## config.mk

```make
export PLATFORM = sky130hd
export DESIGN_NAME = z80_load_core
export DESIGN_NICKNAME = d
export VERILOG_FILES = /design/src/source/z80_pkg.sv /design/src/source/register_file.sv /design/src/source/instr_decoder.sv /design/src/source/load_sequencer.sv /design/src/source/z80_load_core.sv
export VERILOG_INCLUDE_DIRS = /design/src /design/src/source
export SDC_FILE = /design/constraint.sdc
export NUM_CORES = 1
export LEC_CHECK = 0
export ABC_AREA = 1
export ABC_CLOCK_PERIOD_IN_PS = 4200
export BUFFER_PORTS_ARGS = -buffer_cell sky130_fd_sc_hd__buf_4
export CORE_MARGIN = 10
export CORE_UTILIZATION = 35
export DETAILED_ROUTE_END_ITERATION = 8
export PLACE_DENSITY = 0.49
export SLEW_MARGIN = 25
export SYNTH_ARGS = -nofsm -noshare
export SYNTH_HDL_FRONTEND = slang
export SYNTH_SLANG_ARGS = --single-unit
export TNS_END_PERCENT = 30
```

## constraint.sdc

```tcl
create_clock -name clk -period 4.2 [get_ports clk]
set_clock_uncertainty 0.2 [all_clocks]
set_input_delay 0.21 -clock clk [delete_from_list [all_inputs] [get_ports clk]]
set_output_delay 0.21 -clock clk [all_outputs]
set_load 0.01 [all_outputs]
```

## src/source/z80_settings.svh

```systemverilog
`ifndef Z80_SETTINGS_SVH
`define Z80_SETTINGS_SVH

`define Z80_ADDR_W    16
`define Z80_DATA_W    8
`define Z80_RESET_PC  16'h0000

// pair-addressed accumulator loads
`define OP_LD_A_BC    8'h0A
`define OP_LD_A_DE    8'h1A
`define OP_LD_BC_A    8'h02
`define OP_LD_DE_A    8'h12

// extended addressing and (HL) immediate
`define OP_LD_A_NN    8'h3A
`define OP_LD_NN_A    8'h32
`define OP_LD_HL_N    8'h36

// opcode[7:6] for the field-coded forms
`define OP_MASK_LD_RR 2'b01    // 01 ddd sss
`define OP_MASK_LD_RN 2'b00    // 00 ddd 110

`endif

```

## src/source/z80_pkg.sv

```systemverilog
`include "z80_settings.svh"

package z80_pkg;

    typedef logic [`Z80_ADDR_W-1:0] addr_t;
    typedef logic [`Z80_DATA_W-1:0] data_t;

    // 3-bit register field of an opcode
    typedef enum logic [2:0] {
        B      = 3'd0,
        C      = 3'd1,
        D      = 3'd2,
        E      = 3'd3,
        H      = 3'd4,
        L      = 3'd5,
        MEM_HL = 3'd6,    // memory at (HL) rather than a register
        A      = 3'd7
    } reg_code_t;

    typedef enum logic [1:0] {BC, DE, HL} pair_sel_t;

    typedef enum logic [3:0] {
        LD_REG_REG,
        LD_REG_IMMED,
        LD_A_BCDE,
        LD_BCDE_A,
        LD_HL_REG,
        LD_HL_IMMED,
        LD_A_EXTADDR,
        LD_EXTADDR_A,
        NOP_OTHER
    } insn_group_t;

    typedef enum logic [1:0] {S0, S1, S2, S3} seq_state_t;

    typedef struct packed {
        addr_t addr;
        logic  rd;
        logic  wr;
        data_t wdata;
    } mem_req_t;

endpackage

```

## src/source/register_file.sv

```systemverilog
`timescale 1ns/1ns

module register_file import z80_pkg::*; (
    input  logic      clk,
    input  logic      reset,
    input  logic      wr_en_i,
    input  reg_code_t wr_code_i,
    input  data_t     wr_data_i,
    input  reg_code_t rd_code_i,
    output data_t     rd_data_o,
    input  pair_sel_t pair_sel_i,
    output addr_t     pair_data_o
);

    data_t regs [7];    // b c d e h l a

    // a sits in the slot that MEM_HL leaves free
    function automatic logic [2:0] slot(input reg_code_t code);
        return (code == A) ? 3'd6 : 3'(code);
    endfunction

    always_ff @(posedge clk or posedge reset) begin
        if (reset) begin
            for (int i = 0; i < 7; i++) begin
                regs[i] <= '0;
            end
        end else if (wr_en_i && wr_code_i != MEM_HL) begin
            regs[slot(wr_code_i)] <= wr_data_i;
        end
    end

    always_comb begin
        if (rd_code_i == MEM_HL) begin
            rd_data_o = '0;
        end else begin
            rd_data_o = regs[slot(rd_code_i)];
        end
    end

    always_comb begin
        case (pair_sel_i)
            BC:      pair_data_o = {regs[0], regs[1]};
            DE:      pair_data_o = {regs[2], regs[3]};
            default: pair_data_o = {regs[4], regs[5]};    // hl
        endcase
    end

endmodule

```

## src/source/instr_decoder.sv

```systemverilog
`timescale 1ns/1ns
`include "z80_settings.svh"

module instr_decoder import z80_pkg::*; (
    input  data_t       opcode_i,
    output insn_group_t group_o
);

    reg_code_t dst_code;
    reg_code_t src_code;

    assign dst_code = reg_code_t'(opcode_i[5:3]);
    assign src_code = reg_code_t'(opcode_i[2:0]);

    always_comb begin
        group_o = NOP_OTHER;
        case (opcode_i)
            `OP_LD_A_BC, `OP_LD_A_DE: group_o = LD_A_BCDE;
            `OP_LD_BC_A, `OP_LD_DE_A: group_o = LD_BCDE_A;
            `OP_LD_A_NN:              group_o = LD_A_EXTADDR;
            `OP_LD_NN_A:              group_o = LD_EXTADDR_A;
            `OP_LD_HL_N:              group_o = LD_HL_IMMED;
            default: begin
                if (opcode_i[7:6] == `OP_MASK_LD_RR) begin
                    // halt (both fields 6) and LD r,(HL) stay no-ops
                    if (src_code != MEM_HL) begin
                        if (dst_code == MEM_HL) begin
                            group_o = LD_HL_REG;
                        end else begin
                            group_o = LD_REG_REG;
                        end
                    end
                end else if (opcode_i[7:6] == `OP_MASK_LD_RN && src_code == MEM_HL) begin
                    // low field 110 marks the immediate form
                    group_o = LD_REG_IMMED;
                end
            end
        endcase
    end

endmodule

```

## src/source/load_sequencer.sv

```systemverilog
`timescale 1ns/1ns
`include "z80_settings.svh"

module load_sequencer import z80_pkg::*; (
    input  logic        clk,
    input  logic        reset,
    input  data_t       mem_data_i,
    output mem_req_t    mem_req_o,
    output logic        done_o,
    input  insn_group_t group_i,
    output data_t       opcode_o,
    output logic        reg_wr_en_o,
    output reg_code_t   reg_wr_code_o,
    output data_t       reg_wr_data_o,
    output reg_code_t   reg_rd_code_o,
    input  data_t       reg_rd_data_i,
    output pair_sel_t   pair_sel_o,
    input  addr_t       pair_data_i
);

    seq_state_t state;
    seq_state_t next_state;
    data_t      opcode_q;
    data_t      nn_lo;        // low byte of nn
    data_t      next_nn_lo;
    addr_t      ret_addr;     // pc after the instruction
    addr_t      next_ret;
    addr_t      pc_inc;
    mem_req_t   next_req;
    logic       next_done;
    logic       fin;
    addr_t      fin_addr;
    reg_code_t  dst_code;
    reg_code_t  src_code;

    // first cycle decodes the byte straight off the bus
    assign opcode_o = (state == S0) ? mem_data_i : opcode_q;
    assign dst_code = reg_code_t'(opcode_o[5:3]);
    assign src_code = reg_code_t'(opcode_o[2:0]);
    assign pc_inc   = mem_req_o.addr + addr_t'(1);

    always_comb begin
        next_state     = S0;
        next_nn_lo     = nn_lo;
        next_ret       = ret_addr;
        next_req.addr  = mem_req_o.addr;
        next_req.rd    = 1'b0;
        next_req.wr    = 1'b0;
        next_req.wdata = '0;
        fin            = 1'b0;
        fin_addr       = pc_inc;
        reg_wr_en_o    = 1'b0;
        reg_wr_code_o  = dst_code;
        reg_wr_data_o  = mem_data_i;
        reg_rd_code_o  = src_code;
        pair_sel_o     = opcode_o[4] ? DE : BC;

        case (group_i)
            LD_REG_REG: begin
                reg_wr_en_o   = 1'b1;
                reg_wr_data_o = reg_rd_data_i;
                fin           = 1'b1;
            end
            LD_REG_IMMED: begin
                if (state == S0) begin
                    next_req.addr = pc_inc;    // fetch n
                    next_req.rd   = 1'b1;
                    next_state    = S1;
                end else begin
                    reg_wr_en_o = 1'b1;
                    fin         = 1'b1;
                end
            end
            LD_A_BCDE: begin
                if (state == S0) begin
                    next_ret      = pc_inc;
                    next_req.addr = pair_data_i;
                    next_req.rd   = 1'b1;
                    next_state    = S1;
                end else begin
                    reg_wr_en_o   = 1'b1;
                    reg_wr_code_o = A;
                    fin           = 1'b1;
                    fin_addr      = ret_addr;
                end
            end
            LD_BCDE_A, LD_HL_REG: begin
                if (state == S0) begin
                    if (group_i == LD_BCDE_A) begin
                        reg_rd_code_o = A;
                    end else begin
                        pair_sel_o = HL;
                    end
                    next_ret       = pc_inc;
                    next_req.addr  = pair_data_i;
                    next_req.wr    = 1'b1;
                    next_req.wdata = reg_rd_data_i;
                    next_state     = S1;
                end else begin
                    fin      = 1'b1;
                    fin_addr = ret_addr;
                end
            end
            LD_HL_IMMED: begin
                case (state)
                    S0: begin
                        next_req.addr = pc_inc;
                        next_req.rd   = 1'b1;
                        next_state    = S1;
                    end
                    S1: begin
                        pair_sel_o     = HL;
                        next_ret       = pc_inc;
                        next_req.addr  = pair_data_i;
                        next_req.wr    = 1'b1;
                        next_req.wdata = mem_data_i;
                        next_state     = S2;
                    end
                    default: begin
                        fin      = 1'b1;
                        fin_addr = ret_addr;
                    end
                endcase
            end
            LD_A_EXTADDR, LD_EXTADDR_A: begin
                case (state)
                    S0: begin
                        next_req.addr = pc_inc;
                        next_req.rd   = 1'b1;
                        next_state    = S1;
                    end
                    S1: begin
                        next_nn_lo    = mem_data_i;
                        next_req.addr = pc_inc;
                        next_req.rd   = 1'b1;
                        next_state    = S2;
                    end
                    S2: begin
                        next_ret      = pc_inc;
                        next_req.addr = {mem_data_i, nn_lo};
                        reg_rd_code_o = A;
                        if (group_i == LD_A_EXTADDR) begin
                            next_req.rd = 1'b1;
                        end else begin
                            next_req.wr    = 1'b1;
                            next_req.wdata = reg_rd_data_i;
                        end
                        next_state = S3;
                    end
                    default: begin
                        reg_wr_en_o   = (group_i == LD_A_EXTADDR);
                        reg_wr_code_o = A;
                        fin           = 1'b1;
                        fin_addr      = ret_addr;
                    end
                endcase
            end
            default: fin = 1'b1;    // one-byte no-op
        endcase

        next_done = fin;
        if (fin) begin
            next_req.addr = fin_addr;    // next opcode fetch
            next_req.rd   = 1'b1;
        end
    end

    always_ff @(posedge clk or posedge reset) begin
        if (reset) begin
            state     <= S0;
            done_o    <= 1'b1;
            mem_req_o <= '{addr: `Z80_RESET_PC, rd: 1'b1, wr: 1'b0, wdata: '0};
        end else begin
            state     <= next_state;
            done_o    <= next_done;
            mem_req_o <= next_req;
        end
    end

    always_ff @(posedge clk) begin
        if (state == S0) begin
            opcode_q <= mem_data_i;
        end
        nn_lo    <= next_nn_lo;
        ret_addr <= next_ret;
    end

endmodule

```

## src/source/z80_load_core.sv

```systemverilog
`timescale 1ns/1ns

module z80_load_core import z80_pkg::*; (
    input  logic     clk,
    input  logic     reset,
    input  data_t    mem_data_i,
    output mem_req_t mem_req_o,
    output logic     done_o
);

    insn_group_t group;
    data_t       opcode;
    logic        reg_wr_en;
    reg_code_t   reg_wr_code;
    data_t       reg_wr_data;
    reg_code_t   reg_rd_code;
    data_t       reg_rd_data;
    pair_sel_t   pair_sel;
    addr_t       pair_data;

    load_sequencer u_seq (
        .clk           (clk),
        .reset         (reset),
        .mem_data_i    (mem_data_i),
        .mem_req_o     (mem_req_o),
        .done_o        (done_o),
        .group_i       (group),
        .opcode_o      (opcode),
        .reg_wr_en_o   (reg_wr_en),
        .reg_wr_code_o (reg_wr_code),
        .reg_wr_data_o (reg_wr_data),
        .reg_rd_code_o (reg_rd_code),
        .reg_rd_data_i (reg_rd_data),
        .pair_sel_o    (pair_sel),
        .pair_data_i   (pair_data)
    );

    instr_decoder u_dec (
        .opcode_i (opcode),
        .group_o  (group)
    );

    register_file u_regs (
        .clk         (clk),
        .reset       (reset),
        .wr_en_i     (reg_wr_en),
        .wr_code_i   (reg_wr_code),
        .wr_data_i   (reg_wr_data),
        .rd_code_i   (reg_rd_code),
        .rd_data_o   (reg_rd_data),
        .pair_sel_i  (pair_sel),
        .pair_data_o (pair_data)
    );

endmodule

```

* Yosys cells after proc, flatten, opt, wreduce, memory -nomap -nowiden
Cells that the tools add are included.
Storage, ports and cells: logic and storage cells 136, bits in registers 117, input bits 10, output and inout bits 27
Cells by class: $lt $le $gt $ge 3, equal/unequal tests 32, reduce and logical (&&, ||, !) cells 21, muxes and demuxes 61, bitwise logic cells 2, $add $sub $neg 1
Operator list (count):
- two-way mux 16 bit | 6
- one-hot mux 16 bit (3 select lines) | 2
- one-hot mux 16 bit (5 select lines) | 1
- one-hot mux 16 bit (2 select lines) | 2
- bitwise mux 56 bit | 1
- two-way mux 17 bit | 3
- two-way mux 8 bit | 6
- two-way mux 9 bit | 4
- one-hot mux 17 bit (2 select lines) | 1
- one-hot mux 9 bit (3 select lines) | 1
- binary-select mux 8 bit (select 3 bit) | 1
- demux 8 bit (select 3 bit) | 1
- == test 8 x 6 -> 1 bit (second input constant) | 3
- two-way mux 3 bit | 8
- one-hot mux 4 bit (5 select lines) | 1
- adder 16 x 1 -> 16 bit (second input constant) | 1
- == test 4 x 3 -> 1 bit (second input constant) | 4
- == test 8 x 5 -> 1 bit (second input constant) | 2
- == test 3 bit (second input constant) | 5
- two-way mux 4 bit | 3
- one-hot mux 2 bit (3 select lines) | 2
- one-hot mux 3 bit (2 select lines) | 2
- OR reduction 2 bit | 6
- inequality test 3 x 1 -> 1 bit (second input constant) | 3
- other kinds (28) | 51

* Longest topological paths before layout
depth after elaboration 21, mapped depth 24, depth with buffers taken out 23

* Modules after synthesis
From an unflattened synthesis, not the netlist that was laid out.
Unflattened totals: cells, all modules 1151, area, all modules 7761.2 um2
By module, submodules not included:
- load_sequencer | cells each 730, seq. area each 1609.0 um2, instances 1, area an instance 4631.9 um2
- register_file | cells each 394, seq. area each 1401.3 um2, instances 1, area an instance 2974.1 um2
- instr_decoder | cells each 27, seq. area each 0.0 um2, instances 1, area an instance 155.1 um2

* Worst setup path before layout
No wires, ideal clock.
path type register to register, start point reg u_seq.state[0], end point reg u_seq.ret_addr[0] (enable), arrival 2995 ps, path buffers 0, path slack 591 ps, period minus slack after synthesis 3609 ps, stages on the path, launching flop included 14, library setup time 414 ps, data required time 3586 ps, cells stage by stage dfrtp_1 inv_1 ha_1 inv_2 nor2_1 nor2_1 nand2_2 clkinv_2 nand3_1 nor3_4 nor2_2 inv_1 nor2_1 a211oi_1
Between the ends: cells in the longest elaborated chain, start to end 11, elaborated cells between the ends (all ways) 36, classes of those cells eq/ne (21); mux (6); reduce/logical (9)
RTL lines:
- start: declaration | RTL line load_sequencer.sv:21 | seq_state_t state;
- start signal: assignment | RTL line load_sequencer.sv:174 | state <= next_state;
- zero test 2 bit | RTL line load_sequencer.sv:37, load_sequencer.sv:75, load_sequencer.sv:88
- two-way mux 8 bit
- == test 3 bit, or another cell as far along | RTL line instr_decoder.sv:27 | if (dst_code == MEM_HL) begin
- two-way mux 3 bit / logical AND 1 bit (equally long branches) | RTL line instr_decoder.sv:27, instr_decoder.sv:33
- two-way mux 4 bit (on tied branches) | RTL line instr_decoder.sv:26, instr_decoder.sv:33
- two-way mux 4 bit | RTL line instr_decoder.sv:24 | if (opcode_i[7:6] == `OP_MASK_LD_RR) begin
- one-hot mux 4 bit (5 select lines) | RTL line instr_decoder.sv:17 | case (opcode_i)
- == test 4 x 2 -> 1 bit / == test 4 x 3 -> 1 bit (equally long branches) | RTL line load_sequencer.sv:58 | case (group_i)
- OR reduction 3 bit (no line) / OR reduction 2 bit (equally long branches)
- nonzero test 3 bit (no line) / inequality test 2 bit (equally long branches)
- AND reduction 3 bit (no line) *
- end signal: assignment | RTL line load_sequencer.sv:185 | ret_addr <= next_ret;
- end: declaration | RTL line load_sequencer.sv:26 | addr_t ret_addr;
Every way passes the cells marked *; elsewhere a longest branch is shown, timed or not. A chain may end at the register's enable or synchronous reset.

* Worst setup path in the final report
start point reg u_seq.state[0], end point reg u_regs.regs[48] in the netlist's numbering
Between the ends: cells in the longest elaborated chain, start to end 20, elaborated cells between the ends (all ways) 65, classes of those cells order compare (2); eq/ne (23); mux (26); bitwise (2); reduce/logical (12)
RTL lines:
- zero test 2 bit * | RTL line load_sequencer.sv:37 | assign opcode_o = (state == S0) ? mem_data_i : opcode_q;
- two-way mux 8 bit *
- net opcode[5] | RTL line z80_load_core.sv:12 | data_t opcode;
- == test 3 bit | RTL line instr_decoder.sv:27
- two-way mux 3 bit | RTL line instr_decoder.sv:27
- two-way mux 4 bit | RTL line instr_decoder.sv:26 | if (src_code != MEM_HL) begin
- two-way mux 4 bit | RTL line instr_decoder.sv:24
- one-hot mux 4 bit (5 select lines) | RTL line instr_decoder.sv:17
- [... 4 more ...]
- == test 3 bit | RTL line register_file.sv:19 | return (code == A) ? 3'd6 : 3'(code);
- two-way mux 3 bit | RTL line register_file.sv:19
- inverter 3 -> 4 bit (implied by the code) | RTL line register_file.sv:36 | rd_data_o = regs[slot(rd_code_i)];
- binary-select mux 8 bit (select 3 bit) | RTL line register_file.sv:36
- two-way mux 8 bit (implied by the code) (2 in series) | RTL line register_file.sv:36
- two-way mux 8 bit | RTL line register_file.sv:33 | if (rd_code_i == MEM_HL) begin
- two-way mux 8 bit | RTL line load_sequencer.sv:58
- bitwise mux 56 bit | RTL line register_file.sv:28 | regs[slot(wr_code_i)] <= wr_data_i;
- end signal: indexed assignment | RTL line register_file.sv:28
- end: declaration | RTL line register_file.sv:15 | data_t regs [7];
Mark *: on every way through the listed nets, which the timed path passes. The rest lies on a longest branch. The select of a mux whose other input is x is not followed.

==> results.md <==
* Initial antenna violation count at 0
* Worst R2R Path Depth at 22
* CORE AREA at 21100 µm²
* Transition time of the tightest slew-check pin at 0.724 ns
* TritonCTS clock tree: yes
* Final Setup Violations at 0
* Slowest cell on the critical path: dfrtp_1
* Synth Warn # at 0
* Via count at 7280
* Die extent in y at ~170 µm
* Critical path buffers and inverters at 3
* Setup Crit Path Kind: flop to flop
* Post-route ant nets at 0
* Post-synth EDFFs at 24
* Peak per-stage delay on the critical path at just under 0.4 ns
* Leakage at around 4.2 nW
* XOR/XNOR Fraction of Synth Area at 0.581%
* GP Congestion at ~0.9
* Yosys reg bits at 117
* Max H-tree Level at 4
* Avg Vias per Cell at 5.30
* Main combinational cell family by area after synthesis: simple AND/OR/NAND/NOR gates
* Fin. max-slew vios at 0
* Max Cap Violations at 0
* Most used cell, CP: nand2_1
* Hold Path Class: input port to asynchronous set/reset pin
* Worst path cell trace: inv_1, ha_1, buf_4, inv_2, nand2_1, nand2_2, nand2_1, nor2_4, nand3_4, nor2_1, nor2_1, nand2_2, nand3_4, nand2_4, nand2_1, nand3_1, nand2_1, nand2_1, nand3_1, nand2_2, nand2_1, nand2_1
* CP required at 4.37 ns
* Max Clk Rate at 264 MHz
* Remaining Overflow, GRT at 0
* Drt first pass iters at 5
* Top cells by area, synth: dfrtp_1 (28%), nand2_1 (18%), edfxtp_1 (9.6%), o21ai_0 (4.8%), nand3_1 (4.3%)
* Final WL at between 20000 and 30000 µm
* Area of the multi-input gates at 3960 µm²
* FP Rows at 53
* Tmin final at 3.78 ns
* Synth-to-layout area growth at 16.9%
* Die Wd at approximately 170 µm
* Final net count at approximately 1.1k
* Antenna diode count at 0
* GRT Total Usage at about a fifth
* TritonCTS Buffers at 17
* Mean Syn Cell Area at about 7.3 µm²
* CP endpoint kind: flop
* Power per standard cell area at 508 nW/µm²
* Starting Density at 35.7%
* Startpoint types: flop
* Final worst path period share at around nine tenths
* Headroom to the max-slew limit at around half
* Syn nets at 1053
* Clk Latency, worst-skew pair at 0.43 ns
* RSZ-0062 raised after global routing: no
* Num Clock Sinks at 117
* Setup bufs post-CTS at 0
* Clock-pin transition on the worst setup and hold timing paths at 0.06 ns
* Yosys top cell area share at 27.6%
* Stages on worst setup path at 22
* Die ar. at ~28000 µm²
* Fill cell total of the finished layout at 2211
* Crit path max-delay family: simple AND/OR/NAND/NOR gates
* Largest net degree at the start of global routing at 43
* Vias in the first global route at 6993
* Setup_tns at 0 ns
* Max clock buf depth at 2
* Setup crit start: u_seq.state[0]
* Yosys cell types at 48
* Proportion of synthesized chip area in sequential cells at around 40%
* DRC errors left at 0
* Run status: complete, no violations
* Root Buffer: clkbuf_16
* Area leader, netlist: dfrtp_1
* Port Buffers at 36
* DR WL/cell at 19.6 µm
* First-pass GRT wire length at 41700 µm
* Simple-gate portion of the synthesized area at 35.5%
* Boundary Pins at 37
* Share of cells above drive strength 1 at 17.6%
* FFs w/ async S/R, synth at 72.6%
* Critical path arrival at roughly 4.0 ns
* Total power at 0.00447 W
* Dpl hpwl at 19900 µm
* Mux contribution to synthesized area at 0.133%
* Storage element area at 3010 µm²
* Worst r2r src: u_seq.state[0]
* CP max FO at 24
* Compound-Gate Fraction of Synth Area at 15.2%
* Max VDD drop at 0.000281 V
* Fin. Hold Viols at 0
* Mapped cell area at 7530 µm²
* Ys flop type: dfrtp_1
* Post-synthesis adder-cell area fraction at 0.996%
* Syn Inst Count at a little over 1k
* DRT iter0 DRCs at 629
==> synthesized netlist by cell type (5+ instances only) <==
cell type and instances:
o22ai_1 14, nand4_1 10, a21oi_2 9, nand2_1 371, dfxtp_1 8, nand3_1 65
nand2_4 7, nor3_1 5, edfxtp_1 24, nand3_2 5, nor3_4 5, ha_1 6
xor2_1 5, buf_2 10, or2_2 19, inv_1 75, o211ai_1 5, inv_2 19
nand2_2 19, a21oi_1 60, o21ai_0 73, clkbuf_1 19, o2111ai_1 9, nor2_1 48
dfrtp_1 83, nand3b_1 5, a22oi_1 11
==> cells by family (layout without fill, tap and decap cells) <==
logic type | after synthesis | count (layout)
compound gates | 196 | 196
xor+xnor | 5 | 5
fa+ha+maj | 6 | 6
buf+inv | 135 | 196
flops | 117 | 117
mux | 1 | 1
simple gates | 577 | 577
==> metrics by stage <==
| stage | hold WS (ns) | cell area (µm²) | setup slack [ns] | std cells | utilization, % |
|---|---|---|---|---|---|
| 2_1_floorplan | 0.109 | 7530 | 0.591 | 1037 | - |
| 3_3_place_gp | -0.0175 | 8120 | 0.474 | 1332 | 38.5 |
| 3_5_place_dp | -0.0122 | 8120 | 0.469 | 1332 | 38.5 |
| 4_1_cts | 0.0881 | 8810 | 0.437 | 1373 | 41.8 |
| 5_1_grt | 0.107 | 8810 | 0.0278 | 1373 | 41.8 |
| 6_report | 0.0852 | 8810 | 0.417 | 1373 | 41.8 |
==> area by class of cell <==
type / instances / area share, %
inverters: 98 / 4.29
repair buffers: 66 / 5.88
multi-input cells: 785 / 44.9
clock buffers: 18 / 4.99
clock inverters: 14 / 1.86
well taps: 275 / 3.91
flip-flops and latches: 117 / 34.2
==> where the power goes <==
part / internal, W / leakage, nW / switching, W / total [W]
Clock: 0.000991 / 0.301 / 0.000538 / 0.00153
Combinational: 0.000457 / 2.56 / 0.000814 / 0.00127
Sequential: 0.00141 / 1.36 / 0.000264 / 0.00168
Total: 0.00286 / 4.22 / 0.00161 / 0.00447
==> cell usage in the layout, fill, tap and decap left out, types with 6 or more instances in the layout <==
master,count
nand2_1,371
dfrtp_1,83
inv_1,74
o21ai_0,73
nand3_1,65
a21oi_1,60
buf_4,57
nor2_1,48
edfxtp_1,24
inv_2,19
nand2_2,19
or2_2,19
clkbuf_16,17
o22ai_1,14
a22oi_1,11
nand4_1,10
a21oi_2,9
o2111ai_1,9
dlygate4sd3_1,9
dfxtp_1,8
nand2_4,7
clkinv_2,7
ha_1,6
==> registers in the layout, summed over array words and instances, names as in the netlist <==
register,flops
u_seq.state,2
u_seq.nn_lo,8
u_seq.done_o,1
u_seq.mem_req_o,26
u_seq.opcode_q,8
u_seq.ret_addr,16
u_regs.regs,56
==> worst paths after layout <==
check	endpoint	slack (ns)
max in group asynchronous	u_regs.regs[21]	2.81
setup / recovery	u_regs.regs[48]	0.42
setup reg to reg	u_regs.regs[48]	0.42
hold / removal	u_regs.regs[34]	0.09
min in group clk	u_seq.opcode_q[7]	0.28
hold reg to reg	u_seq.opcode_q[7]	0.28
==> tightest hold or removal path, cell delays in order <==
cell and delay [ns]:
dlygate4sd3_1 0.53, buf_4 0.13, clkinv_2 0.23
==> layer usage <==
layer,global-route usage (%),part of all wire (%),up-vias
met2,30.4,47,271
met4,6.61,2.3,0
met5,0,0,-
met1,24.8,44,3455
li1,-,-,3518
met3,3.84,6.3,36
==> repair_timing <==
action / 4_1_cts / 5_1_grt
resized for setup: 0 / 0
hold endpoints to repair: 51 / 0
hold buffers: 9 / 0
Note: power is estimated with default switching activity, not from simulation.
